File: src/hdl/soc_pkg.sv
package soc_pkg;

   // Bus field widths.
   typedef logic [31:0] adr_t;
   typedef logic [31:0] dat_t;
   typedef logic [3:0]  sel_t;

   // RAM geometry, counted in 32-bit words.
   localparam int RAM_WORDS = 2048;
   localparam int RAM_AW    = $clog2(RAM_WORDS);

   // Address bits 31 to 30 pick the target. Code 3 is unmapped.
   localparam logic [1:0] REGION_MEM   = 2'd0;
   localparam logic [1:0] REGION_GPIO  = 2'd1;
   localparam logic [1:0] REGION_TIMER = 2'd2;

   // Byte offsets of the timer registers.
   localparam adr_t TIMER_MTIME_OFS = 32'h0000_0000;
   localparam adr_t TIMER_CMP_OFS   = 32'h0000_0004;

endpackage

File: src/hdl/soc_timer.sv
`timescale 1ns/1ps

module soc_timer (
   input  logic          wb_clk,
   input  logic          i_rst_n,
   input  logic          i_adr,
   input  soc_pkg::dat_t i_dat,
   input  logic          i_we,
   input  logic          i_cyc,
   output soc_pkg::dat_t o_rdt,
   output logic          o_irq
);

   import soc_pkg::*;

   dat_t mtime;
   dat_t mtimecmp;

   // i_adr is byte address bit 2.
   always_ff @(posedge wb_clk) begin
      if (!i_rst_n) begin
         mtime <= '0;
      end else begin
         mtime <= mtime + 32'd1;                    // Not writable from the bus.
      end
   end

   always_ff @(posedge wb_clk) begin
      if (!i_rst_n) begin
         mtimecmp <= '1;
      end else if (i_cyc && i_we && i_adr == TIMER_CMP_OFS[2]) begin
         mtimecmp <= i_dat;
      end
   end

   always_ff @(posedge wb_clk) begin
      if (!i_rst_n) begin
         o_irq <= 1'b0;
      end else begin
         o_irq <= (mtime >= mtimecmp);
      end
   end

   assign o_rdt = (i_adr == TIMER_MTIME_OFS[2]) ? mtime : mtimecmp;

endmodule

File: config.mk
export PLATFORM = sky130hd
export DESIGN_NAME = soc_timer
export DESIGN_NICKNAME = d
export VERILOG_FILES = /design/src/hdl/soc_pkg.sv /design/src/hdl/soc_timer.sv
export SDC_FILE = /design/constraint.sdc
export NUM_CORES = 1
export LEC_CHECK = 0
export ABC_AREA = 1
export BUFFER_PORTS_ARGS = -buffer_cell sky130_fd_sc_hd__buf_2
export CELL_PAD_IN_SITES_DETAIL_PLACEMENT = 1
export CELL_PAD_IN_SITES_GLOBAL_PLACEMENT = 1
export CORE_ASPECT_RATIO = 1.1
export CORE_UTILIZATION = 43
export DETAILED_ROUTE_END_ITERATION = 8
export PLACE_DENSITY = 0.91
export SYNTH_ARGS = -nofsm -noshare
export SYNTH_HDL_FRONTEND = slang
export SYNTH_SLANG_ARGS = --single-unit
File: constraint.sdc
create_clock -name wb_clk -period 3.1 [get_ports wb_clk]
set_input_delay 0.31 -clock wb_clk [delete_from_list [all_inputs] [get_ports wb_clk]]
set_output_delay 0.31 -clock wb_clk [all_outputs]
set_load 0.1 [all_outputs]
* Word-level counts from Yosys, hierarchy flattened
Cells that the tools add are included.
Operators by class: $add $sub $neg 1, order comparisons 1, muxes and demuxes 1, reductions and logical operators 2
Operators by type and width (count):
- adder 32 x 1 -> 32 bit (second input constant) | 1
- >= comparator 32 bit | 1
- 2-to-1 mux 32 bit | 1
- logical AND 1 bit | 2
Storage, ports and cells: bits in registers 65, output and inout port bits 33

* Longest topological paths before layout
depth after elaboration 2, mapped depth 13, gate-level depth less buffers 13

* Worst setup path after synthesis
OpenSTA, ideal clock, no wires.
path type in2out, start in i_adr, end out o_rdt[23], data arrival time 2.795 ns, setup slack -0.005 ns, cell stages on the path 3, cell sequence clkbuf_1 -> clkbuf_1 -> o21ai_0
On the way: cells in the longest elaborated chain, start to end 1
RTL lines:
- start, declared | line soc_timer.sv:6 | input logic i_adr,
- 2-to-1 mux 32 bit | line soc_timer.sv:44 | assign o_rdt = (i_adr == TIMER_MTIME_OFS[2]) ? mtime : mtimecmp;
- end, declared | line soc_timer.sv:10 | output soc_pkg::dat_t o_rdt,
Every way passes these cells.

* Worst setup path in the final report
start in i_adr, end out o_rdt[30]
Same word-level chain as after synthesis.

==> flow_metrics.tcl <==
set metrics [dict create \
    place_area_um2 4425 \
    async_flop_share_pct 0 \
    synth_top_area_share_pct 32.64 \
    regArea_um2 1301 \
    power.density_nw_per_um2 427.4 \
    crit_path_frequent_cell "buf_2" \
    wirelength_um 11840 \
    vdd_ir_drop_max_uv 221.6 \
    cp-start-kind "input pin" \
    synthCells 586 \
    swShare_pct 35.49 \
    dp_hpwl_um 8969 \
    maxCapViolCount 0 \
    grt_max_degree 65 \
    r2r-end "mtime[16]" \
    initial_core_util_pct 44.70 \
    cts-buffers-inserted 9 \
    yosys-top-cells-count "nand2_1, inv_1, o21ai_0" \
    cp_slowest_stage_delay_ns 0.48 \
    avgSynthCellArea_um2 6.803 \
    clockBufferDepth 2 \
    syn_area_um2 3986 \
    power_switching_mw 0.6975 \
    drc 0 \
    routed_wire_length_per_instance_um 15.40 \
    setup.worst_path.end_class "output pin" \
    drive_gt1_share_pct 18.02 \
    synth_nets 656 \
    fill_cells 1234 \
    leakagePower_nw 2.291 \
    grt_antenna_before_repair 0 \
    final_area_um2 4599 \
    pwr-share-clk_pct 34.6 \
    fin_crit_ns 1.907 \
    post_cts_buffers 0 \
    via_per_inst 5.260 \
    num_rows 36 \
    cts_tree "built" \
    grt.total_usage_pct 25.95 \
    hp-class "input pin to register" \
    r2r_cells 8 \
    insertion_delay_ns 0.36 \
    core-area_um2 8919 \
    grt_pass1_vias 4172 \
    dieArea_um2 9660 \
    tightest_slew_ns 0.7517 \
    power.internal_mw 1.268 \
    final.setup_skew_ns 0.005588 \
    root_buffer "clkbuf_8" \
    ys_seq_area_share_pct 32.64 \
    layout_setup_ws_ns 1.193 \
    status "completed" \
    synth_area_leaders "dfxtp_1, nand2_1, ha_1" \
    ys_types 26 \
    initialDrtViolationCount 120 \
    regToRegStartpoint "mtime[1]" \
    synth_top_area_cell "dfxtp_1" \
    endpoint "o_rdt[30]" \
    crit_chain "buf_2, buf_4, nand2_1, o21ai_0, buf_2" \
    clk_pin_slew_ns 0.07 \
    synthFlopType "dfxtp_1" \
    crit_arrival_ns 1.60 \
    crit_slowest_cell "buf_4" \
    place_ws_ns 1.050 \
    syn_to_final_growth_pct 15.38 \
    rrSetupSlack_ns 1.23 \
    die_w_um 93.80 \
    dr.pass1.iters 4 \
    grt_overflow 0 \
    hold_slack_ns 0.1566 \
    postRouteAntennaNets 0 \
    tns_ns 0 \
    routed-via-count 4045 \
    critPathRequiredTime_ns 2.79 \
    ys_ff_latch 65 \
    portBuffers 69 \
    period_share_pct 61.52 \
    crit_path_start "i_adr" \
    synth.most_common_cell "nand2_1" \
    ios 70 \
    cts_resized 0 \
    final_nets 720 \
    synth-edff-count 0 \
    finalHoldViolCount 0 \
    cts.sinks 65 \
    cts_hold_buf 0 \
    htreeDepth 3 \
    maxSlewViolCount 0 \
    crit_fanout 64 \
    max_freq_ghz 0.5244 \
    grt_pass1_wl_um 19150 \
    share_comb_of_total_power_pct 20.9 \
    path_class "input pin to output pin" \
    ys_warn_count 0 \
    n_antenna_cell 0 \
    place.gp.congestion 0.8611 \
    finalPower_mw 1.966 \
    rsz0062_at_grt "false" \
    die_h_um 103.0 \
    slew_headroom_pct 49.58 \
    setup_violations 0 \
    hold_start "i_dat[5]" \
    multi_input_area_um2 2276 \
    pwr-share-seq_pct 44.5 \
]
-- registers in the layout, indices dropped and copies added, names as in the netlist --
| name | flops |
|---|---|
| mtime | 32 |
| mtimecmp | 32 |
| o_irq | 1 |
-- layout by cell type (no fill, tap or decap) --
master / instances
nand2_1: 128
inv_1: 80
o21ai_0: 77
a21oi_1: 72
buf_2: 69
dfxtp_1: 65
nor2_1: 35
ha_1: 33
nand3_1: 21
clkbuf_8: 11
nand4_1: 8
nor3_1: 6
clkinv_2: 6
nor3_2: 6
nor2_4: 6
nand2_2: 5
inv_2: 4
o21a_1: 3
buf_4: 3
clkinv_1: 2
nor3_4: 2
nand3_2: 2
nand2_4: 2
xor2_1: 2
a21o_1: 2
clkbuf_1: 2
nand3_4: 1
o31ai_1: 1
nor2_2: 1
-- power groups by stage --
stage,Combinational [mW],Sequential [mW],Clock [mW]
floorplan,0.328,0.890,0
global placement,0.399,0.893,0
detailed placement,0.411,0.895,0
CTS,0.413,0.876,0.692
global route,0.439,0.878,0.725
finish,0.410,0.875,0.680
-- area by class of cell --
cell class / count / share of cell area (%)
Timing Repair Buffer: 72 / 7.998
Tap cell: 114 / 3.101
Clock buffer: 13 / 3.455
Sequential cell: 65 / 28.29
Inverter: 89 / 7.345
Clock inverter: 3 / 0.3264
Multi-Input combinational cell: 413 / 49.48
-- per-stage QoR --
step	cells	util, %
floorplan	586	-
global placement	753	49.62
detailed placement	753	49.62
CTS	769	51.57
global route	769	51.57
finish	769	51.57
-- worst max-delay path, delay by kind of cell --
kind	cells	cell delay [ns]
AOI/OAI and AO/OA	1	0.12
buffers and inverters	3	1.04
and+or+nand+nor	1	0.12
-- per-layer routing --
layer  track usage [%]  share of wire [%]
met5                 0                  0
met4             13.14                2.6
met3             2.950                2.5
met1             28.33                 43
met2             49.35                 52
-- cells by family after synthesis --
family                     Yosys count  share of synthesized area (%)
DFF                                 65                          32.64
buffers and inverters              108                          10.26
and+or+nand+nor                    223                          26.46
xor gates and xnor gates             2                         0.4395
adders and majority gates           33                          10.36
AOI/OAI and AO/OA                  155                          19.84
-- worst min path at each step --
stage,to,cells past startpoint
3_3_place_gp,mtime[0],1
5_1_grt,mtimecmp[5],3
3_5_place_dp,mtime[0],1
4_1_cts,mtimecmp[5],3
2_1_floorplan,mtimecmp[0],2
6_report,mtimecmp[5],3
No activity file was read; power rests on OpenSTA's default activity.
