File: src/hdl/soc_pkg.sv
package soc_pkg;

   // Bus field widths.
   typedef logic [31:0] adr_t;
   typedef logic [31:0] dat_t;
   typedef logic [3:0]  sel_t;

   // RAM geometry, counted in 32-bit words.
   localparam int RAM_WORDS = 2048;
   localparam int RAM_AW    = $clog2(RAM_WORDS);

   // Address bits 31 to 30 pick the target. Code 3 is unmapped.
   localparam logic [1:0] REGION_MEM   = 2'd0;
   localparam logic [1:0] REGION_GPIO  = 2'd1;
   localparam logic [1:0] REGION_TIMER = 2'd2;

   // Byte offsets of the timer registers.
   localparam adr_t TIMER_MTIME_OFS = 32'h0000_0000;
   localparam adr_t TIMER_CMP_OFS   = 32'h0000_0004;

endpackage

File: src/hdl/soc_arbiter.sv
`timescale 1ns/1ps

module soc_arbiter (
   input  soc_pkg::adr_t i_ibus_adr,
   input  logic          i_ibus_cyc,
   output soc_pkg::dat_t o_ibus_rdt,
   output logic          o_ibus_ack,

   input  soc_pkg::adr_t i_dbus_adr,
   input  soc_pkg::dat_t i_dbus_dat,
   input  soc_pkg::sel_t i_dbus_sel,
   input  logic          i_dbus_we,
   input  logic          i_dbus_cyc,
   output soc_pkg::dat_t o_dbus_rdt,
   output logic          o_dbus_ack,

   output soc_pkg::adr_t o_cpu_adr,
   output soc_pkg::dat_t o_cpu_dat,
   output soc_pkg::sel_t o_cpu_sel,
   output logic          o_cpu_we,
   output logic          o_cpu_cyc,
   input  soc_pkg::dat_t i_cpu_rdt,
   input  logic          i_cpu_ack
);

   // The instruction port owns the bus for as long as its cyc is high.
   assign o_cpu_adr = i_ibus_cyc ? i_ibus_adr : i_dbus_adr;
   assign o_cpu_dat = i_dbus_dat;                     // Fetches never write.
   assign o_cpu_sel = i_ibus_cyc ? '1 : i_dbus_sel;
   assign o_cpu_we  = i_dbus_we & ~i_ibus_cyc;
   assign o_cpu_cyc = i_ibus_cyc | i_dbus_cyc;

   // Both masters see the read data, only the selected one sees the ack.
   assign o_ibus_rdt = i_cpu_rdt;
   assign o_dbus_rdt = i_cpu_rdt;

   assign o_ibus_ack = i_cpu_ack & i_ibus_cyc;
   assign o_dbus_ack = i_cpu_ack & ~i_ibus_cyc;

   // A data ack has to close a data request that was still pending,
   // with no fetch holding the bus at that moment.
   a_dbus_ack_owner : assert property (
      @(posedge o_dbus_ack) i_dbus_cyc && !i_ibus_cyc
   ) else $error("dbus ack without an open dbus request or during a fetch");

endmodule

File: config.mk
export PLATFORM = sky130hd
export DESIGN_NAME = soc_arbiter
export DESIGN_NICKNAME = d
export VERILOG_FILES = /design/src/hdl/soc_pkg.sv /design/src/hdl/soc_arbiter.sv
export SDC_FILE = /design/constraint.sdc
export NUM_CORES = 1
export LEC_CHECK = 0
export ABC_AREA = 1
export BUFFER_PORTS_ARGS = -buffer_cell sky130_fd_sc_hd__buf_2
export CAP_MARGIN = 40
export CORE_AREA = 2 2 105 107
export DETAILED_ROUTE_END_ITERATION = 12
export DIE_AREA = 0 0 107 109
export GPL_ROUTABILITY_DRIVEN = 1
export SETUP_SLACK_MARGIN = 0.1
export SYNTH_ARGS = -nofsm -noshare
export SYNTH_HDL_FRONTEND = slang
export SYNTH_SLANG_ARGS = --single-unit
File: constraint.sdc
create_clock -name vclk -period 0.8
set_input_delay 0.08 -clock vclk [all_inputs]
set_output_delay 0.08 -clock vclk [all_outputs]
set_load 0.01 [all_outputs]
## Word level (Yosys, flattened, before mapping)

Cells that the tools add are included.

- Flip-flop bits (word level): 0
- Input bits: 136
- Logic and storage cells: 7
- Output and inout port bits: 136

- Bitwise operators: 5
- Mux-type cells: 2

Operators by type and width:

| kind | count |
|---|---|
| 2-to-1 mux 32 bit | 1 |
| 2-to-1 mux 4 bit | 1 |
| AND 1 bit | 3 |
| NOT 1 bit | 1 |
| OR 1 bit | 1 |

## Logic depth before layout (Yosys ltp)

Gate-level depths: netlist of run 1.

- Word-level depth: 2
- Mapped depth: 4
- Mapped depth without buffers: 3

## Least setup slack after synthesis of run 1

No wires, ideal clock.

- Path kind: in2out
- Start point: input i_ibus_cyc
- End point: output o_cpu_cyc
- Setup slack: 183 ps
- Cell stages on the path: 2
- Buffers on the path: 1
- Required time: 720 ps
- Arrival: 537 ps
- Cell sequence: buf_2 > or2_2

- Cells in the longest elaborated chain, start to end: 1

Ends and longest elaborated chain:

| element | RTL line | source |
|---|---|---|
| start: declaration | soc_arbiter.sv:5 | `input logic i_ibus_cyc,` |
| OR 1 bit | soc_arbiter.sv:31 | `assign o_cpu_cyc = i_ibus_cyc \| i_dbus_cyc;` |
| end: declaration | soc_arbiter.sv:21 | `output logic o_cpu_cyc,` |

Every way passes these cells.

## Worst setup path in the final report of run 1

- Start point: input i_ibus_cyc
- End point: output o_cpu_adr[26]

- Cells in the longest elaborated chain, start to end: 1

Ends and longest elaborated chain:

| element | RTL line | source |
|---|---|---|
| 2-to-1 mux 32 bit | soc_arbiter.sv:27 | `assign o_cpu_adr = i_ibus_cyc ? i_ibus_adr : i_dbus_adr;` |
| end: declaration | soc_arbiter.sv:17 | `output soc_pkg::adr_t o_cpu_adr,` |

Every way passes these cells.

==> results.yml, run 1 <==
run_status:
  status: "finished, final reports clean"
sta:
  worst_slew_pin_slew_ns: 0.1315
  max_freq_mhz: 1293
  setup_viol: 0
  maxSlewViolCount: 0
  final.hold.worst_slack_ns: 0.1600
  rsz_0062_raised_after_global_routing: "yes"
  final_report_hold_violation_count: 0
  min_period_ns: 0.7735
  slew_headroom: 0.9123
  final_min_period_over_clock_period: 0.9669
floorplanning:
  die_x_um: 107
  die_area_sq_um: 11660
  initial_core_util: 0.1107
  floorplan.rows: 38
  ios: 272
  coreArea_sq_um: 10600
  die_height_um: 109
pwr:
  design_power_total_uw: 792.8
  cellLeakagePower_nw: 0.9015
  worst_ir_drop_vdd_mv: 0.1269
  power-per-cell-area_nw_per_um2: 540.7
synthesis:
  ys_top_cells_by_area: "sky130_fd_sc_hd__buf_4 61%, sky130_fd_sc_hd__nand2_1 31%, sky130_fd_sc_hd__buf_2 3.0%"
  avgSynthCellArea_sq_um: 5.562
  synth_most_common_cell: "sky130_fd_sc_hd__nand2_1"
  synth_top_area_cell: "sky130_fd_sc_hd__buf_4"
  netlist-cell-type-count: 7
  synthTopCellsByCount: "97 x sky130_fd_sc_hd__nand2_1, 96 x sky130_fd_sc_hd__buf_4, 7 x sky130_fd_sc_hd__buf_2"
  synth_top_cell_area_share: 0.6141
  seq_total_area_yosys: 0
  syn-cell-area_sq_um: 1174
  post_synth_inst_count: 211
  yosys_warnings: 0
  synthesis.nets: 347
layout:
  flops_and_latches: 0
  seqCellArea_sq_um: 0
  final_nets: 369
  layout-drive-gt1-share: 0.5931
  utilization: 0.1383
  layoutNonFillerInstCount: 371
  clock_buffer_count: 0
  area_overhead_of_the_layout_relative_to_synthesis_pct: 24.95
  finish.instance_area_sq_um: 1466
  insertedDiodeCount: 0
place:
  dpl-instance-area_sq_um: 1231
  detailed_place_hpwl_um: 3568
  buffer_ports.inserted: 112
  gp_routability_congestion: 0.7445
  placed_cells: 367
global_route:
  grtUsageTotal: 0.06735
  grt_pass1_vias: 1061
  antenna_violations_before_repair: 0
  globalRouteOverflowTotal: 0
  global_route_wire_length_before_repair_um: 5775
  grt_max_degree: 21
hold_path:
  hold_path.class: "input pin to output port"
  min_to: "o_cpu_dat[12]"
  min_path_cells: 0
  hold_path.startpoint: "i_dbus_dat[12]"
drt:
  drt_iter0_drc: 10
  wl_met3_um: 718
  drt_pass1_iterations: 3
  met2_length_um: 2365
  routed-via-count: 1218
  drt-vias-per-instance: 3.283
  route.detailed.wl_per_inst_um: 12.48
  dr.max_layer_used: "met4"
  routed_wl_um: 4630
  drc: 0
  wl_met1_um: 1238
  final_antenna_net_count: 0
setup_path:
  endpoint_kind: "output port"
  critical_path_at_ns: 0.69
  timing.critical_path.required_ns: 0.72
  critPathLaunchType: "input pin"
  critPathMaxFanout: 6
  critical_path_class: "input pin to output port"
clock_network:
  postCtsHoldBufs: 0
  post-cts-setup-buffer-count: 0
job:
  drv.max_cap_violation_count: 0
## how the worst max path moves through the flow
stage               startpoint            end  slack [ns]  cells past startpoint
finish              i_ibus_cyc  o_cpu_adr[26]        0.03                      6
global route        i_ibus_cyc  o_cpu_adr[21]      -0.005                      6
CTS                 i_ibus_cyc  o_cpu_adr[29]        0.02                      6
detailed placement  i_ibus_cyc   o_cpu_adr[0]       -0.06                      5
global placement    i_ibus_cyc   o_cpu_adr[0]       -0.06                      5
floorplan           i_ibus_cyc      o_cpu_cyc        0.18                      2
## final cells by class
| cell class | count | area [sq um] |
|---|---|---|
| Inverter | 4 | 27.53 |
| Tap cell | 140 | 175.2 |
| Timing Repair Buffer | 123 | 830.8 |
| Fill cell | 1245 | 9136 |
| Multi-Input combinational cell | 104 | 432.9 |
## metal layers
layer / vias to the layer above / GRT usage
met5: - / 0
met4: 0 / 0.04082
met3: 44 / 0.02570
met2: 123 / 0.1447
met1: 481 / 0.04714
li1: 570 / -
## cells in the final DEF (no fill, tap or decap)
cell / instances
sky130_fd_sc_hd__buf_2: 105
sky130_fd_sc_hd__nand2_1: 90
sky130_fd_sc_hd__buf_6: 8
sky130_fd_sc_hd__nand2_2: 7
sky130_fd_sc_hd__or2_4: 5
sky130_fd_sc_hd__buf_16: 4
sky130_fd_sc_hd__buf_12: 3
sky130_fd_sc_hd__buf_8: 3
sky130_fd_sc_hd__inv_1: 2
sky130_fd_sc_hd__nor2_1: 2
sky130_fd_sc_hd__inv_12: 1
sky130_fd_sc_hd__inv_2: 1
## cells by family after synthesis
group / after synthesis / share of synthesized area
buffers and inverters: 107 / 0.6567
AND/OR/NAND/NOR: 104 / 0.3433
## worst max-delay path, stage by stage
cell	delay [ns]
sky130_fd_sc_hd__buf_12	0.13
sky130_fd_sc_hd__buf_12	0.13
sky130_fd_sc_hd__buf_8	0.12
sky130_fd_sc_hd__nand2_2	0.05
sky130_fd_sc_hd__nand2_1	0.05
sky130_fd_sc_hd__buf_2	0.13
## stage by stage
stage          worst slack (ns)  setup TNS (ns)
6_report                0.02649               0
5_1_grt               -0.004900        -0.01277
4_1_cts                 0.02489               0
3_5_place_dp           -0.05642         -0.8704
3_3_place_gp           -0.06437         -0.9128
2_1_floorplan            0.1830               0
## where the power goes
| part | internal, mW | switching, mW |
|---|---|---|
| combinational | 0.430 | 0.363 |
| clock | 0 | 0 |
| sequential | 0 | 0 |
## timing repair
action / in CTS / in global routing
resized for setup: 39 / 0
hold endpoints to repair: 0 / 0
endpoints found under the setup margin: 38 / 38
pin swaps: 10 / 0
gates cloned: 4 / 0
Note: power is estimated with default switching activity, not from simulation.
==> inputs of run 2 (changes only) <==
==> constraint.sdc (replaced) <==
create_clock -name vclk -period 0.9
set_input_delay 0.09 -clock vclk [all_inputs]
set_output_delay 0.09 -clock vclk [all_outputs]
set_load 0.01 [all_outputs]
==> run 2 against run 1 <==
Final cell count is 0.54% lower. Total power is 16% lower. Die area stayed put. Flip-flop and latch count stayed put. Count of clock-buffer cells in the layout stayed put. Non-clock buffer count is 2 lower. Global-route usage is 0.79 points lower. Final area is 4.0% lower. Combinational power is 16% lower. Routed wire length is 4.2% lower. Via count is 1.6% lower. Critical path type unchanged. Largest cell class unchanged.
==> results.yml, run 2 (synthesis results as in run 1) <==
hold_path:
  hold_path.startpoint: "i_dbus_dat[12]"
  min_path_cells: 0
  hold_path.class: "input pin to output port"
sta:
  setup_slack_ns: 0.1016
  final_report_hold_violation_count: 0
  fin_setup_tns_ns: 0
  max_freq_mhz: 1253
  setup_viol: 0
  min_period_ns: 0.7984
  worst_slew_pin_slew_ns: 0.1262
  rsz_0062_raised_after_global_routing: "yes"
  maxSlewViolCount: 0
  final_min_period_over_clock_period: 0.8871
  slew_headroom: 0.9158
global_route:
  grtUsageTotal: 0.05945
  grt_max_degree: 21
  grt_pass1_vias: 1013
  global_route_wire_length_before_repair_um: 5223
  antenna_violations_before_repair: 0
  globalRouteOverflowTotal: 0
setup_path:
  critical_path_at_ns: 0.71
  timing.critical_path.required_ns: 0.81
  timing.critical_path.max_delay_family: "buffers and inverters"
  critical-path-top-cell-by-count: "sky130_fd_sc_hd__buf_12"
  critPathLaunchType: "input pin"
  timing.critical_path.slowest_stage_cell: "sky130_fd_sc_hd__or2_4"
  critPathMaxFanout: 6
  critical_path_class: "input pin to output port"
  startpoint: "i_ibus_cyc"
  timing.critical_path.depth: 4
  critical_path.max_stage_delay_ns: 0.24
  endpoint_kind: "output port"
  path_cells: "buf_12 > buf_12 > or2_4 > buf_6"
  cp_num_buf_inv: 3
pwr:
  comb_power_share: 1.000
  cellLeakagePower_nw: 0.8759
  power-per-cell-area_nw_per_um2: 471.9
  swShare: 0.4622
  design_power_total_uw: 664.3
  power.internal_uw: 357.2
  worst_ir_drop_vdd_mv: 0.1393
  p_clk_frac: 0
  total_switching_power_uw: 307.0
  seqPwrFrac: 0
floorplanning:
  initial_core_util: 0.1107
  die_area_sq_um: 11660
  die_height_um: 109
  coreArea_sq_um: 10600
  die_x_um: 107
  floorplan.rows: 38
  ios: 272
drt:
  drt_iter0_drc: 31
  route.detailed.wl_per_inst_um: 12.02
  routed_wl_um: 4437
  drc: 0
  drt_pass1_iterations: 3
  routed-via-count: 1198
  drt-vias-per-instance: 3.247
  final_antenna_net_count: 0
place:
  gp_routability_congestion: 0.7449
  post-place-ws_ns: 0.02053
  buffer_ports.inserted: 112
  detailed_place_hpwl_um: 3530
layout:
  seqCellArea_sq_um: 0
  total_area_of_multi_input_combinational_cells_sq_um: 432.9
  utilization: 0.1328
  count_of_filler_cells_inserted_in_the_layout: 1238
  flops_and_latches: 0
  insertedDiodeCount: 0
  final_nets: 367
  layout-drive-gt1-share: 0.5764
  area_overhead_of_the_layout_relative_to_synthesis_pct: 19.94
  most_common_cell_after_layout_fill_and_taps_aside: "sky130_fd_sc_hd__buf_2"
  clock_buffer_count: 0
  layout.cells.most_common_list: "104 x sky130_fd_sc_hd__buf_2, 93 x sky130_fd_sc_hd__nand2_1, 9 x sky130_fd_sc_hd__buf_6"
job:
  drv.max_cap_violation_count: 0
run_status:
  status: "finished, final reports clean"
==> run 2: per-stage QoR <==
| stage | hold slack, ns | area, sq um | instances |
|---|---|---|---|
| final | 0.1800 | 1408 | 369 |
| after global routing | 0.1800 | 1408 | 369 |
| after CTS | 0.1801 | 1313 | 368 |
| after detailed placement | 0.1801 | 1216 | 365 |
| after global placement | 0.1801 | 1216 | 365 |
| after floorplan | 0.2632 | 1174 | 211 |
==> run 2: cell type report <==
| cell class | count | share of cell area |
|---|---|---|
| Timing Repair Buffer | 121 | 0.5538 |
| Multi-Input combinational cell | 104 | 0.3076 |
| Inverter | 4 | 0.01422 |
| Tap cell | 140 | 0.1244 |
==> run 2: final timing paths <==
check | to | slack [ns]
worst max-delay path | o_cpu_sel[1] | 0.10
worst min-delay path | o_cpu_dat[12] | 0.18
==> run 2: power by group through the flow <==
stage / Combinational [mW] / Sequential (mW) / Clock (mW)
after floorplan: 0.675 / 0 / 0
after global placement: 0.564 / 0 / 0
after detailed placement: 0.565 / 0 / 0
after CTS: 0.621 / 0 / 0
after global routing: 0.728 / 0 / 0
final: 0.664 / 0 / 0
==> run 2: what timing repair did <==
action	CTS	global route
pin swaps	0	4
setup buffers	2	0
setup endpoints to repair	37	33
hold buffers	0	0
resized for setup	14	19
gates cloned	1	1
==> run 2: routing by layer <==
layer,vias up,part of all wire,GRT usage
li1,565,-,-
met1,464,0.27,0.03857
met2,125,0.51,0.1269
met3,44,0.15,0.02570
met4,0,0.070,0.04082
met5,-,0,0
==> inputs of run 3 (changes only) <==
--- a/config.mk
+++ b/config.mk
@@ -6,11 +6,11 @@
 export NUM_CORES = 1
 export LEC_CHECK = 0
 export ABC_AREA = 1
-export BUFFER_PORTS_ARGS = -buffer_cell sky130_fd_sc_hd__buf_2
 export CAP_MARGIN = 40
-export CORE_AREA = 2 2 105 107
+export CORE_AREA = 2 2 104 106
 export DETAILED_ROUTE_END_ITERATION = 12
-export DIE_AREA = 0 0 107 109
+export DIE_AREA = 0 0 106 108
+export DONT_BUFFER_PORTS = 1
 export GPL_ROUTABILITY_DRIVEN = 1
 export SETUP_SLACK_MARGIN = 0.1
 export SYNTH_ARGS = -nofsm -noshare
==> run 3 against run 2 <==
Utilization decreased by 7.3 points. Final cell count is 33% lower. Highest routed layer unchanged. Maximum frequency increased by 31%. Count of clock-buffer cells in the layout stayed put.
==> results.yml, run 3 (synthesis results as in run 1) <==
setup_path:
  timing.critical_path.slowest_stage_cell: "sky130_fd_sc_hd__buf_4"
  critPathLaunchType: "input pin"
  critical_path.max_stage_delay_ns: 0.18
  critical_path_class: "input pin to output port"
  endpoint_kind: "output port"
  critical_path_at_ns: 0.52
  path_cells: "inv_2 > buf_4 > nand2_1 > nand2_1"
  critical-path-top-cell-by-count: "sky130_fd_sc_hd__nand2_1"
  critPathMaxFanout: 41
  timing.critical_path.required_ns: 0.81
drt:
  route.detailed.wl_per_inst_um: 12.64
  drc: 0
  routed_wl_um: 3109
  final_antenna_net_count: 0
  drt_pass1_iterations: 4
  routed-via-count: 760
  drt_iter0_drc: 28
  drt-vias-per-instance: 3.089
layout:
  total_area_of_multi_input_combinational_cells_sq_um: 402.9
  most_common_cell_after_layout_fill_and_taps_aside: "sky130_fd_sc_hd__nand2_1"
  count_of_filler_cells_inserted_in_the_layout: 1207
  layout.cells.most_common_list: "97 x sky130_fd_sc_hd__nand2_1, 5 x sky130_fd_sc_hd__or2_2, 3 x sky130_fd_sc_hd__inv_1"
  layout-drive-gt1-share: 0.07273
  flops_and_latches: 0
  final_nets: 248
  area_overhead_of_the_layout_relative_to_synthesis_pct: -47.55
  insertedDiodeCount: 0
  seqCellArea_sq_um: 0
  clock_buffer_count: 0
floorplanning:
  floorplan.rows: 37
  die_x_um: 106
  ios: 272
  die_area_sq_um: 11450
  coreArea_sq_um: 10230
  initial_core_util: 0.1147
  die_height_um: 108
pwr:
  power-per-cell-area_nw_per_um2: 414.9
  design_power_total_uw: 255.4
  worst_ir_drop_vdd_mv: 0.1207
  cellLeakagePower_nw: 0.3366
global_route:
  antenna_violations_before_repair: 0
  grt_pass1_vias: 639
  grtUsageTotal: 0.04259
  global_route_wire_length_before_repair_um: 3560
  grt_max_degree: 42
  globalRouteOverflowTotal: 0
sta:
  worst_slew_pin_slew_ns: 0.2112
  slew_headroom: 0.8587
  fin_setup_tns_ns: 0
  rsz_0062_raised_after_global_routing: "no"
  final_min_period_over_clock_period: 0.6753
  max_freq_mhz: 1645
  final_report_hold_violation_count: 0
  setup_viol: 0
  min_period_ns: 0.6078
  maxSlewViolCount: 0
  setup_slack_ns: 0.2922
  final.hold.worst_slack_ns: 0.1800
clock_network:
  postCtsHoldBufs: 0
  cts_resized: 0
  post-cts-setup-buffer-count: 0
run_status:
  status: "finished, final reports clean"
place:
  detailed_place_hpwl_um: 2653
  buffer_ports.inserted: 0
  post-place-ws_ns: 0.2910
  gp_routability_congestion: 0.7710
job:
  drv.max_cap_violation_count: 0
hold_path:
  hold_path.class: "input pin to output port"
  min_path_cells: 0
[run 3: cell count changes in the layout (fill, tap and decap cells not counted), moves of 2 or more]
cell	change
sky130_fd_sc_hd__buf_2	-104
sky130_fd_sc_hd__or2_2	+5
sky130_fd_sc_hd__buf_8	-3
sky130_fd_sc_hd__or2_4	-5
sky130_fd_sc_hd__nand2_1	+4
sky130_fd_sc_hd__buf_6	-9
sky130_fd_sc_hd__nand2_2	-4
sky130_fd_sc_hd__buf_12	-2
[run 3: critical path: cells and delay by family]
kind | cells | cell delay, ns
buffers and inverters | 2 | 0.24
AND/OR/NAND/NOR | 2 | 0.18
[run 3: routing by layer]
layer  share of wire  global-route usage
met2            0.51             0.08387
met5               0                   0
met4            0.12             0.05169
met1            0.21             0.02525
met3            0.17             0.01748
[run 3: cell type report]
cell class,count,area share
inverters,4,0.02439
multi-input cells,104,0.6545
well taps,136,0.2764
repair buffers,2,0.04472
[run 3: where the power goes]
group	leakage (nW)	total (mW)	internal, mW	switching, mW
clock network	0	0	0	0
logic	0.337	0.255	0.0767	0.179
registers	0	0	0	0
[run 3: path summary, 6_finish.rpt]
path / from / end / slack [ns]
min: i_dbus_dat[20] / o_cpu_dat[20] / 0.18
max: i_ibus_cyc / o_cpu_adr[9] / 0.29
[run 3: metrics by stage]
step,cells,instance area (sq um),utilization
after floorplan,211,1174,-
after global placement,246,615.6,0.06017
after detailed placement,246,615.6,0.06017
after CTS,246,615.6,0.06017
after global routing,246,615.6,0.06017
final,246,615.6,0.06017
