**src/hdl/soc_pkg.sv**
```systemverilog
package soc_pkg;

   // Bus field widths.
   typedef logic [31:0] adr_t;
   typedef logic [31:0] dat_t;
   typedef logic [3:0]  sel_t;

   // RAM geometry, counted in 32-bit words.
   localparam int RAM_WORDS = 2048;
   localparam int RAM_AW    = $clog2(RAM_WORDS);

   // Address bits 31 to 30 pick the target. Code 3 is unmapped.
   localparam logic [1:0] REGION_MEM   = 2'd0;
   localparam logic [1:0] REGION_GPIO  = 2'd1;
   localparam logic [1:0] REGION_TIMER = 2'd2;

   // Byte offsets of the timer registers.
   localparam adr_t TIMER_MTIME_OFS = 32'h0000_0000;
   localparam adr_t TIMER_CMP_OFS   = 32'h0000_0004;

endpackage

```
**src/hdl/soc_mux.sv**
```systemverilog
`timescale 1ns/1ps

module soc_mux (
   input  logic                          wb_clk,
   input  logic                          i_rst_n,

   input  soc_pkg::adr_t                 i_cpu_adr,
   input  soc_pkg::dat_t                 i_cpu_dat,
   input  soc_pkg::sel_t                 i_cpu_sel,
   input  logic                          i_cpu_we,
   input  logic                          i_cpu_cyc,
   output soc_pkg::dat_t                 o_cpu_rdt,
   output logic                          o_cpu_ack,

   output logic [soc_pkg::RAM_AW-1:0]    o_mem_adr,
   output soc_pkg::dat_t                 o_mem_dat,
   output soc_pkg::sel_t                 o_mem_sel,
   output logic                          o_mem_we,
   output logic                          o_mem_cyc,
   input  soc_pkg::dat_t                 i_mem_rdt,

   output logic                          o_timer_adr,
   output soc_pkg::dat_t                 o_timer_dat,
   output logic                          o_timer_we,
   output logic                          o_timer_cyc,
   input  soc_pkg::dat_t                 i_timer_rdt,

   output logic                          o_gpio
);

   import soc_pkg::*;

   logic [1:0] region;
   logic       ack_q;
   logic       gpio_q;

   assign region = i_cpu_adr[31:30];

   // RAM side. The byte address drops its two lane bits.
   assign o_mem_adr = i_cpu_adr[RAM_AW+1:2];
   assign o_mem_dat = i_cpu_dat;
   assign o_mem_sel = i_cpu_sel;
   assign o_mem_we  = i_cpu_we;
   assign o_mem_cyc = i_cpu_cyc & (region == REGION_MEM);

   // Timer side. Address bit 2 tells mtime from mtimecmp.
   assign o_timer_adr = i_cpu_adr[2];
   assign o_timer_dat = i_cpu_dat;
   assign o_timer_we  = i_cpu_we;
   assign o_timer_cyc = i_cpu_cyc & (region == REGION_TIMER);

   // One ack per access. It drops at the next edge even if cyc is still held.
   always_ff @(posedge wb_clk) begin
      if (!i_rst_n) begin
         ack_q <= 1'b0;
      end else begin
         ack_q <= i_cpu_cyc & ~ack_q;
      end
   end

   always_ff @(posedge wb_clk) begin
      if (!i_rst_n) begin
         gpio_q <= 1'b0;
      end else if (i_cpu_cyc && i_cpu_we && region == REGION_GPIO) begin
         gpio_q <= i_cpu_dat[0];
      end
   end

   // The address is held for the whole access, so the current region steers.
   always_comb begin
      case (region)
         REGION_MEM:   o_cpu_rdt = i_mem_rdt;
         REGION_GPIO:  o_cpu_rdt = {31'd0, gpio_q};
         REGION_TIMER: o_cpu_rdt = i_timer_rdt;
         default:      o_cpu_rdt = '0;             // Unmapped reads as zero.
      endcase
   end

   assign o_cpu_ack = ack_q;
   assign o_gpio    = gpio_q;

   a_single_ack : assert property (
      @(posedge wb_clk) disable iff (!i_rst_n) o_cpu_ack |=> !o_cpu_ack
   ) else $error("cpu ack high on two consecutive cycles");

endmodule

```
**config.mk**
```make
export PLATFORM = sky130hd
export DESIGN_NAME = soc_mux
export DESIGN_NICKNAME = d
export VERILOG_FILES = /design/src/hdl/soc_pkg.sv /design/src/hdl/soc_mux.sv
export SDC_FILE = /design/constraint.sdc
export NUM_CORES = 1
export LEC_CHECK = 0
export ABC_CLOCK_PERIOD_IN_PS = 1300
export BUFFER_PORTS_ARGS = -buffer_cell sky130_fd_sc_hd__buf_2
export CAP_MARGIN = 20
export CORE_AREA = 5 5 95 97
export CTS_BUF_LIST = sky130_fd_sc_hd__clkbuf_8 sky130_fd_sc_hd__clkbuf_16
export DETAILED_ROUTE_END_ITERATION = 6
export DIE_AREA = 0 0 100 102
export PLACE_DENSITY = 0.53
export SYNTH_ARGS = -nofsm -noshare
export SYNTH_HDL_FRONTEND = slang
export SYNTH_SLANG_ARGS = --single-unit
export TNS_END_PERCENT = 30
```
**constraint.sdc**
```tcl
create_clock -name wb_clk -period 1.3 [get_ports wb_clk]
set_input_delay 0.065 -clock wb_clk [delete_from_list [all_inputs] [get_ports wb_clk]]
set_output_delay 0.065 -clock wb_clk [all_outputs]
set_load 0.1 [all_outputs]
```
======== Word level (Yosys, flattened, before mapping) ========
Cells that the tools add are included.
storage, ports and cells
  register bits ........................... 2
  output and inout port bits .............. 118
  logic and storage cells ................. 12
  bits of input ports ..................... 136
cells by class
  bitwise gates (word level) .............. 4
  reductions and logical operators ........ 3
  multiplexer cells ....................... 1
  eq/ne operators ......................... 2
operator list
  operator                                              count
  case mux 32 bit (3 select lines)                      1
  AND 1 bit                                             3
  equality test 2 x 1 -> 1 bit (second input constant)  1
  equality test 2 bit (second input constant)           1
  logical AND 1 bit                                     2
  logical NOT 2 bit                                     1
  NOT 1 bit                                             1

======== Longest topological paths before layout ========
Gate-level depths: netlist (run 1).
  depth after elaboration ................. 2
  mapped depth ............................ 4
  depth with buffers taken out ............ 2

======== Least setup slack after synthesis (run 1) ========
Ideal clock, no wire load.
  path type ............................... input port to output port
  from .................................... input i_cpu_adr[31]
  to ...................................... output o_mem_cyc
  buffers on the path ..................... 2
  cell stages on the path ................. 3
  path slack .............................. -1310 ps
  arrival ................................. 2545 ps
  data required time ...................... 1235 ps
  cells stage by stage .................... buf_6 -> buf_12 -> nor3b_1
between the ends
  cells in the longest elaborated chain, start to end .. 2
RTL lines
  element            line           source
  from (decl)        soc_mux.sv:7   input soc_pkg::adr_t i_cpu_adr,
  logical NOT 2 bit  soc_mux.sv:44  assign o_mem_cyc = i_cpu_cyc & (region == REGION_MEM);
  AND 1 bit          soc_mux.sv:44
  to (decl)          soc_mux.sv:19  output logic o_mem_cyc,
Every way passes these cells.

======== Worst setup path in the final report (run 1) ========
  from .................................... input i_cpu_adr[31]
  to ...................................... output o_cpu_rdt[1]
between the ends
  cells in the longest elaborated chain, start to end .. 2
  elaborated cells between the ends (all ways) .. 4
  those cells by class .................... 2 x eq/ne; 1 x mux; 1 x reduce/logical
RTL lines
  element                                      line           source
  equality test 2 bit (tied with other cells)  soc_mux.sv:71  case (region)
  case mux 32 bit (3 select lines) (*)         soc_mux.sv:71
  to (decl)                                    soc_mux.sv:12  output soc_pkg::dat_t o_cpu_rdt,
Mark *: on every way between the ends. The rest lies on a longest branch, timed or not.

==> run_results.csv, run 1 <==
group,metric,value,unit
sta,fmax,968.7,MHz
detailed_routing,vias,1067,
detailed_routing,via_per_inst,3.617,
logic_synthesis,synth_compound_area_frac,0.004020,
placement,dpl.hpwl,3631,um
worst_setup_path,critPathRequiredTime,1.24,ns
worst_setup_path,cp_max_fo,25,
worst_setup_path,reg2regPathDepth,1,
pwr,p_clk_frac,0.159,
grt,antenna_found_initial,0,
pwr,power.total,1.512,mW
grt,grt_pass1_vias,1089,
logic_synthesis,synthXorXnorAreaFrac,0,
min_path,hold_class,"in -> reg",
worst_setup_path,worstReg2RegStart,"o_cpu_ack",
run_status,outcome,"finished clean",
worst_setup_path,crit_slowest_cell,"mux2i_1",
logic_synthesis,yosysUniqueCellTypes,14,
clock_tree,cts_buffers,3,
clock_tree,clock_latency,0.21,ns
worst_setup_path,critical_path.max_stage_delay,0.32,ns
sta,slew_violations,0,
logic_synthesis,syn_area,0.001245,mm^2
grt,grt_usage,0.06957,
logic_synthesis,yosys.area_share.simple,0.1327,
pwr,pwr-share-seq,0.043,
logic_synthesis,synth.top_cell.area_share,0.4945,
logic_synthesis,synthTopCellsByArea,"buf_4 (49%), mux2i_1 (27%), nor2_1 (9.3%), buf_12 (4.8%), dfxtp_1 (3.2%)",
floorplanning,io_pins,254,
floorplanning,die_x,100,um
floorplanning,core,0.008051,mm^2
clock_tree,post_cts_buffers,0,
placement,portBuffers,110,
worst_setup_path,r2r_setup_slack,0.71,ns
detailed_routing,first_iter_violations,4,
sta,final_hold_viol_count,0,
logic_synthesis,ys_seq_area_frac,0.03216,
logic_synthesis,synth_top_cell_by_area,"buf_4",
sta,fin_crit,1.032,ns
finish,layoutNonFillerInstCount,295,
clock_tree,htree_levels,1,
sta,fin_ws,0.2677,ns
pwr,p_leak,0.9508,nW
finish,fin_area,0.001932,mm^2
worst_setup_path,critPathLaunchType,"input port",
clock_tree,clockRootBuffer,"clkbuf_8",
worst_setup_path,end_kind,"output port",
logic_synthesis,synthAdderAreaFrac,0,
clock_tree,clock_sinks,2,
sta,setup_viol,0,
worst_setup_path,path_class,"in -> out",
worst_setup_path,endpoint,"o_cpu_rdt[1]",
clock_tree,cts_tree,"yes",
placement,placed_area,0.001891,mm^2
sta,fin_crit_sh,0.7941,
finish,fillCellCount,887,
sta,skew,0,ns
placement,dpl.cell_count,292,
run,max-cap-violations,0,
floorplanning,initial_core_util,0.1546,
sta,rsz0062_at_grt,"false",
worst_setup_path,crit_chain,"buf_2 -> buf_12 -> mux2i_1 -> nor2_4 -> buf_12",
finish,post-route-util,0.2399,
clock_tree,hold_buffers,0,
placement,post-place-ws,0.2509,ns
finish,multi_input_area,596.8,um^2
pwr,switchingPower,0.8247,mW
logic_synthesis,synth_top_family_by_area,"buffers and inverters",
finish,final_nets,328,
logic_synthesis,synth_warnings,0,
floorplanning,die_y,102,um
worst_setup_path,rr_endpoint,"o_cpu_ack",
sta,relSlewSlack,0.6759,
grt,grt_pass1_wl,5720,um
pwr,p_sw_frac,0.5455,
floorplanning,core.rowCount,33,
finish,drive_gt1_frac,0.7684,
detailed_routing,first_pass_iters,3,
logic_synthesis,ys_seq_elements,2,
floorplanning,die-area,0.01020,mm^2
placement,gp_congestion,0.6961,
detailed_routing,drc_errors,0,
logic_synthesis,muxShareOfSynthArea,0.2653,
logic_synthesis,syn-instance-count,164,
logic_synthesis,synth.net_count,300,
logic_synthesis,syn_avg_cell_area,7.591,um^2
clock_tree,clock_path_buffers,2,
grt,grt_max_degree,37,
worst_setup_path,arrival,0.97,ns
detailed_routing,finalWirelength,4180,um
detailed_routing,post_drt_wl_per_cell,14.17,um
grt,grt-ovfl-total,0,
sta,tightest_slew,0.4895,ns
finish,area_growth,55.18,%
worst_setup_path,cpMostUsedCell,"buf_12",
clock_tree,cts.clk_slew.worst_paths,0.03,ns
pwr,internal_power,0.6872,mW
finish,diodes,0,
worst_setup_path,cp-startpoint,"i_cpu_adr[31]",
pwr,pwr-share-comb,0.798,
detailed_routing,ant_nets,0,
pwr,power_density,782.6,mW/mm^2
pwr,irDropWorstVdd,235.9,uV
clock_tree,cts_resized,0,
finish,regArea,41.29,um^2
## worst min-delay path by stage
stage                        startpoint            end  slack [ns]  cells after the start
after floorplan            i_cpu_dat[0]         o_gpio        0.20                      2
after global placement    i_cpu_adr[12]  o_mem_adr[10]        0.13                      0
after detailed placement  i_cpu_adr[12]  o_mem_adr[10]        0.13                      0
after CTS                  i_cpu_dat[0]         o_gpio        0.12                      3
after global routing      i_cpu_adr[11]   o_mem_adr[9]        0.13                      0
final                      i_cpu_dat[0]         o_gpio        0.12                      3
## layer usage
layer,up-vias,GRT usage,routed length (um)
met2,102,0.1201,1892
met5,-,0,0
met1,437,0.06270,1192
met4,0,0.05078,231
met3,34,0.03618,864
li1,494,-,-
## stage by stage
step,hold slack [ns],TNS [ns]
floorplan,0.1963,-4.828
global placement,0.1307,0
detailed placement,0.1307,0
CTS,0.1243,0
global route,0.1301,0
finish,0.1247,0
## cell type report
cell class                 count  area share
tap                          105     0.06801
clock buffer                   3     0.02137
sequential                     2     0.02137
timing repair buffer         113      0.5803
multi-input combinational     72      0.3089
## power by group through the flow
stage	registers (mW)	clock network, mW	logic, mW
2_1_floorplan	0.0840	0	1.89
4_1_cts	0.0656	0.249	1.22
3_3_place_gp	0.0662	0	1.21
5_1_grt	0.0660	0.255	1.25
3_5_place_dp	0.0663	0	1.22
6_report	0.0656	0.240	1.21
## sequential cells by signal, indices dropped and copies added (netlist names)
signal     flops
o_gpio         1
o_cpu_ack      1
## critical path, delay by kind of cell
kind	cells	cell delay, ns
muxes	1	0.32
and+or+nand+nor	1	0.06
buffers and inverters	3	0.52
## kinds of logic after synthesis
family / count (synthesis)
buffers and inverters: 90
AND/OR/NAND/NOR: 38
multiplexers: 33
flip-flops: 2
AO/OA/AOI/OAI: 1
## synth_stat cells (all sizes together)
library cell   n
clkbuf         2
nand3b         1
nand2          2
nand4b         1
buf           88
nor2          31
dfxtp          2
mux2i         33
and3b          2
o21ai          1
nor3b          1
## placed cells by master, fill, tap and decap left out, drive strengths merged
cell and instances:
nor2 31, nor3b 1, mux2i 33, and3b 2, o21ai 1, dfxtp 2
nand2 2, buf 113, nand3b 1, clkbuf 3, nand4b 1
Note: power is estimated with default switching activity, not from simulation.
==> run 2: changes to the inputs <==
==> config.mk (replaced) <==
export PLATFORM = sky130hd
export DESIGN_NAME = soc_mux
export DESIGN_NICKNAME = d
export VERILOG_FILES = /design/src/hdl/soc_pkg.sv /design/src/hdl/soc_mux.sv
export SDC_FILE = /design/constraint.sdc
export NUM_CORES = 1
export LEC_CHECK = 0
export ABC_CLOCK_PERIOD_IN_PS = 800
export BUFFER_PORTS_ARGS = -buffer_cell sky130_fd_sc_hd__buf_2
export CAP_MARGIN = 20
export CORE_AREA = 5 5 94 96
export CTS_BUF_LIST = sky130_fd_sc_hd__clkbuf_8 sky130_fd_sc_hd__clkbuf_16
export DETAILED_ROUTE_END_ITERATION = 6
export DIE_AREA = 0 0 99 101
export PLACE_DENSITY = 0.56
export SYNTH_ARGS = -nofsm -noshare
export SYNTH_HDL_FRONTEND = slang
export SYNTH_SLANG_ARGS = --single-unit
export TNS_END_PERCENT = 30
==> constraint.sdc (replaced) <==
create_clock -name wb_clk -period 0.8 [get_ports wb_clk]
set_input_delay 0.04 -clock wb_clk [delete_from_list [all_inputs] [get_ports wb_clk]]
set_output_delay 0.04 -clock wb_clk [all_outputs]
set_load 0.1 [all_outputs]
==> run_results.csv, run 2 (same netlist as run 1, synthesis figures left out) <==
group,metric,value,unit
grt,grt_max_degree,17,
detailed_routing,via_per_inst,3.809,
floorplanning,initial_core_util,0.1562,
sta,setup_viol,33,
sta,tightest_slew,0.2292,ns
floorplanning,die_x,99,um
finish,final_nets,335,
detailed_routing,drc_errors,0,
pwr,irDropWorstVdd,423.9,uV
sta,fin_ws,-0.1859,ns
sta,final_hold_viol_count,0,
min_path,hold_class,"in -> out",
run_status,violations,"negative setup slack",
finish,drive_gt1_frac,0.9646,
floorplanning,die_y,101,um
sta,tns,-2.030,ns
run,max-cap-violations,0,
floorplanning,io_pins,254,
detailed_routing,first_pass_iters,4,
finish,final_cell_mix,"buf_2 (68), buf_12 (46), nor2_4 (31), mux2i_4 (24), mux2i_2 (8)",
worst_setup_path,path_class,"reg -> out",
detailed_routing,first_iter_violations,7,
worst_setup_path,critPathLaunchType,"flip-flop",
sta,skew,0,ns
clock_tree,cts_buffers,3,
grt,grt_usage,0.08929,
worst_setup_path,critPathRequiredTime,0.76,ns
grt,grt_pass1_wl,7051,um
clock_tree,clock_latency,0.21,ns
sta,relSlewSlack,0.8442,
detailed_routing,vias,1154,
sta,rsz0062_at_grt,"true",
sta,slew_violations,0,
pwr,p_leak,1.056,nW
finish,diodes,0,
placement,dpl.hpwl,3690,um
placement,portBuffers,110,
finish,fin_area,0.002675,mm^2
worst_setup_path,cp_max_fo,2,
placement,placed_area,0.002196,mm^2
clock_tree,post_cts_buffers,0,
clock_tree,clock_sinks,2,
clock_tree,clockRootBuffer,"clkbuf_8",
grt,antenna_found_initial,0,
pwr,power_density,1127,mW/mm^2
run_status,outcome,"complete, but fails checks",
finish,mostFrequentLayoutCell,"buf_2",
sta,fmax,1014,MHz
clock_tree,htree_levels,1,
detailed_routing,ant_nets,0,
sta,fin_crit,0.9859,ns
clock_tree,hold_buffers,0,
clock_tree,clock_path_buffers,2,
grt,grt-ovfl-total,0,
floorplanning,core.rowCount,33,
clock_tree,cts.clk_slew.worst_paths,0.03,ns
finish,area_growth,114.9,%
floorplanning,die-area,0.009999,mm^2
placement,gp_congestion,0.7238,
grt,grt_pass1_vias,1313,
detailed_routing,post_drt_wl_per_cell,16.01,um
sta,fin_crit_sh,1.232,
detailed_routing,finalWirelength,4852,um
sta,holdWs,0.08004,ns
floorplanning,core,0.007969,mm^2
clock_tree,cts_tree,"yes",
worst_setup_path,end_kind,"output port",
worst_setup_path,arrival,0.95,ns
[run 2: cell types whose count changed in the layout (fill, tap and decap cells not counted), sizes merged]
cell,previous run,this run
inv,0,1
buf,113,120
[run 2: what timing repair did]
item / in CTS / in global routing
pin swaps: 3 / 4
cloned: 3 / 0
gates resized for setup: 50 / 16
setup endpoints to repair: 35 / 35
[run 2: routing by layer]
metal,vias to the layer above,global-route usage,share of wire
met4,0,0.04307,0.037
met1,500,0.08485,0.29
met5,-,0,0
li1,518,-,-
met3,27,0.03391,0.14
met2,109,0.1679,0.53
[run 2: cell type report]
| type | count | area (um^2) |
|---|---|---|
| well taps | 105 | 131.4 |
| fillers | 766 | 5294 |
| clock inverters | 1 | 3.754 |
| multi-input cells | 72 | 1087 |
| repair buffers | 120 | 1366 |
| clock buffers | 3 | 41.29 |
| flip-flops and latches | 2 | 45.04 |
[run 2: power by group]
group	internal, mW	switching [mW]	total (mW)
combinational	1.01	1.48	2.49
sequential	0.103	0.00324	0.106
clock	0.326	0.0945	0.421
[run 2: path summary, 6_finish.rpt]
check | start | endpoint | slack, ns | cells after the start
min reg2reg | o_cpu_ack | o_cpu_ack | 0.56 | 1
max reg2reg | o_gpio | o_gpio | 0.11 | 3
max | o_gpio | o_cpu_rdt[0] | -0.19 | 3
min | i_cpu_adr[4] | o_mem_adr[2] | 0.08 | 0
[run 2: critical path: stages (launching register included)]
cell and delay (ns):
dfxtp_4 0.33, nand3b_1 0.12, o21ai_4 0.09, buf_12 0.19
[run 2: per-stage QoR]
stage / utilization / total power, mW / instances / setup WS (ns)
CTS: 0.3220 / 2.972 / 303 / -0.2030
global placement: 0.2756 / 2.261 / 296 / -0.1954
floorplan: - / 3.339 / 164 / -0.3756
global route: 0.3357 / 3.120 / 303 / -0.2135
finish: 0.3357 / 3.016 / 303 / -0.1859
detailed placement: 0.2756 / 2.281 / 296 / -0.2398
==> run 3: changes to the inputs <==
--- a/config.mk
+++ b/config.mk
@@ -13,6 +13,7 @@
 export DETAILED_ROUTE_END_ITERATION = 6
 export DIE_AREA = 0 0 99 101
 export PLACE_DENSITY = 0.56
+export SKIP_LAST_GASP = 1
 export SYNTH_ARGS = -nofsm -noshare
 export SYNTH_HDL_FRONTEND = slang
 export SYNTH_SLANG_ARGS = --single-unit
==> run_results.csv, run 3 (same netlist as run 1, synthesis figures left out) <==
group,metric,value,unit
run_status,outcome,"complete, but fails checks",
run_status,violations,"negative setup slack",
pwr,power_density,1134,mW/mm^2
sta,skew,0,ns
clock_tree,cts_buffers,3,
clock_tree,hold_buffers,0,
detailed_routing,post_drt_wl_per_cell,15.76,um
floorplanning,core.rowCount,33,
pwr,internal_power,1.413,mW
pwr,p_clk_frac,0.142,
placement,portBuffers,110,
finish,regArea,45.04,um^2
finish,fillCellCount,770,
pwr,p_sw_frac,0.5242,
clock_tree,cts_tree,"yes",
floorplanning,core,0.007969,mm^2
placement,dpl.cell_count,296,
pwr,switchingPower,1.557,mW
detailed_routing,via_per_inst,3.802,
detailed_routing,ant_nets,0,
finish,layoutNonFillerInstCount,303,
floorplanning,io_pins,254,
floorplanning,die_x,99,um
detailed_routing,vias,1152,
grt,grt-ovfl-total,0,
worst_setup_path,cp_max_fo,2,
sta,tightest_slew,0.2552,ns
finish,final_cell_mix,"buf_2 (68), buf_12 (46), nor2_4 (30), mux2i_4 (21), mux2i_1 (7)",
pwr,irDropWorstVdd,421.3,uV
sta,relSlewSlack,0.8250,
sta,slew_violations,0,
clock_tree,clock_path_buffers,2,
detailed_routing,finalWirelength,4775,um
worst_setup_path,critPathRequiredTime,0.76,ns
pwr,power.total,2.970,mW
detailed_routing,first_pass_iters,3,
floorplanning,die_y,101,um
placement,gp_congestion,0.7238,
floorplanning,die-area,0.009999,mm^2
placement,post-place-ws,-0.2398,ns
finish,area_growth,110.5,%
clock_tree,clock_sinks,2,
grt,grt_usage,0.08986,
pwr,p_leak,1.062,nW
clock_tree,clockRootBuffer,"clkbuf_8",
sta,fin_crit,0.9858,ns
detailed_routing,first_iter_violations,10,
pwr,pwr-share-comb,0.823,
finish,final_nets,335,
sta,fmax,1014,MHz
pwr,pwr-share-seq,0.036,
run,max-cap-violations,0,
clock_tree,clock_latency,0.21,ns
worst_setup_path,path_class,"reg -> out",
sta,setup_viol,33,
worst_setup_path,end_kind,"output port",
finish,diodes,0,
clock_tree,post_cts_buffers,0,
min_path,hold_class,"in -> out",
detailed_routing,drc_errors,0,
finish,multi_input_area,0.001032,mm^2
sta,rsz0062_at_grt,"true",
sta,fin_ws,-0.1858,ns
clock_tree,htree_levels,1,
placement,dpl.hpwl,3690,um
clock_tree,cts.clk_slew.worst_paths,0.03,ns
worst_setup_path,critPathLaunchType,"flip-flop",
grt,antenna_found_initial,0,
finish,drive_gt1_frac,0.9293,
grt,grt_pass1_wl,7093,um
worst_setup_path,arrival,0.95,ns
finish,mostFrequentLayoutCell,"buf_2",
sta,final_hold_viol_count,0,
sta,fin_crit_sh,1.232,
grt,grt_max_degree,17,
floorplanning,initial_core_util,0.1562,
grt,grt_pass1_vias,1317,
-- run 3: changes by cell type in the layout (fill, tap and decap cells not counted) --
| cell | previous run | this run |
|---|---|---|
| and3b_1 | 1 | 2 |
| nor2_4 | 31 | 30 |
| and3b_2 | 1 | 0 |
| mux2i_1 | 1 | 7 |
| nor2_2 | 0 | 1 |
| mux2i_2 | 8 | 5 |
| mux2i_4 | 24 | 21 |
-- run 3: worst max-delay path: stages (launching register included) --
cell and delay [ns]:
dfxtp_4 0.33, nand3b_1 0.12, o21ai_4 0.09, buf_12 0.19
-- run 3: area by class of cell --
class                      count  share of cell area
tap                          105             0.05014
multi-input combinational     72              0.3940
timing repair buffer         120              0.5215
clock inverter                 1            0.001433
sequential                     2             0.01719
clock buffer                   3             0.01576
-- run 3: per-stage QoR --
step                      TNS, ns  hold WS, ns  area, um^2  utilization
final                      -2.019      0.08004        2620       0.3288
after CTS                  -2.844      0.08068        2539       0.3186
after global placement     -5.182      0.08068        2196       0.2756
after global routing       -3.111      0.08014        2620       0.3288
after floorplan            -7.181       0.1683        1544            -
after detailed placement   -6.268      0.08068        2196       0.2756
-- run 3: routing by layer --
| layer | up-vias | GRT usage | routed length (um) |
|---|---|---|---|
| met5 | - | 0 | 0 |
| li1 | 520 | - | - |
| met2 | 109 | 0.1699 | 2466 |
| met3 | 27 | 0.03529 | 682 |
| met1 | 496 | 0.08402 | 1447 |
| met4 | 0 | 0.04307 | 179 |
-- run 3: path summary, 6_finish.rpt --
path / to / startpoint / cells past startpoint / slack (ns)
worst max register to register: o_gpio / o_gpio / 3 / 0.11
worst max-delay path: o_cpu_rdt[0] / o_gpio / 3 / -0.19
worst min-delay path: o_mem_adr[2] / i_cpu_adr[4] / 0 / 0.08
worst min register to register: o_cpu_ack / o_cpu_ack / 1 / 0.56
-- run 3: power by group through the flow --
stage	clock [mW]	combinational, mW	sequential, mW
global placement	0	2.15	0.107
finish	0.421	2.44	0.106
detailed placement	0	2.17	0.107
floorplan	0	3.20	0.135
global route	0.446	2.52	0.107
CTS	0.434	2.41	0.106
-- run 3: what timing repair did --
item	in CTS	in global routing
pin swaps	2	4
cloned	3	0
gates resized for setup	42	13
setup endpoints to repair	35	35
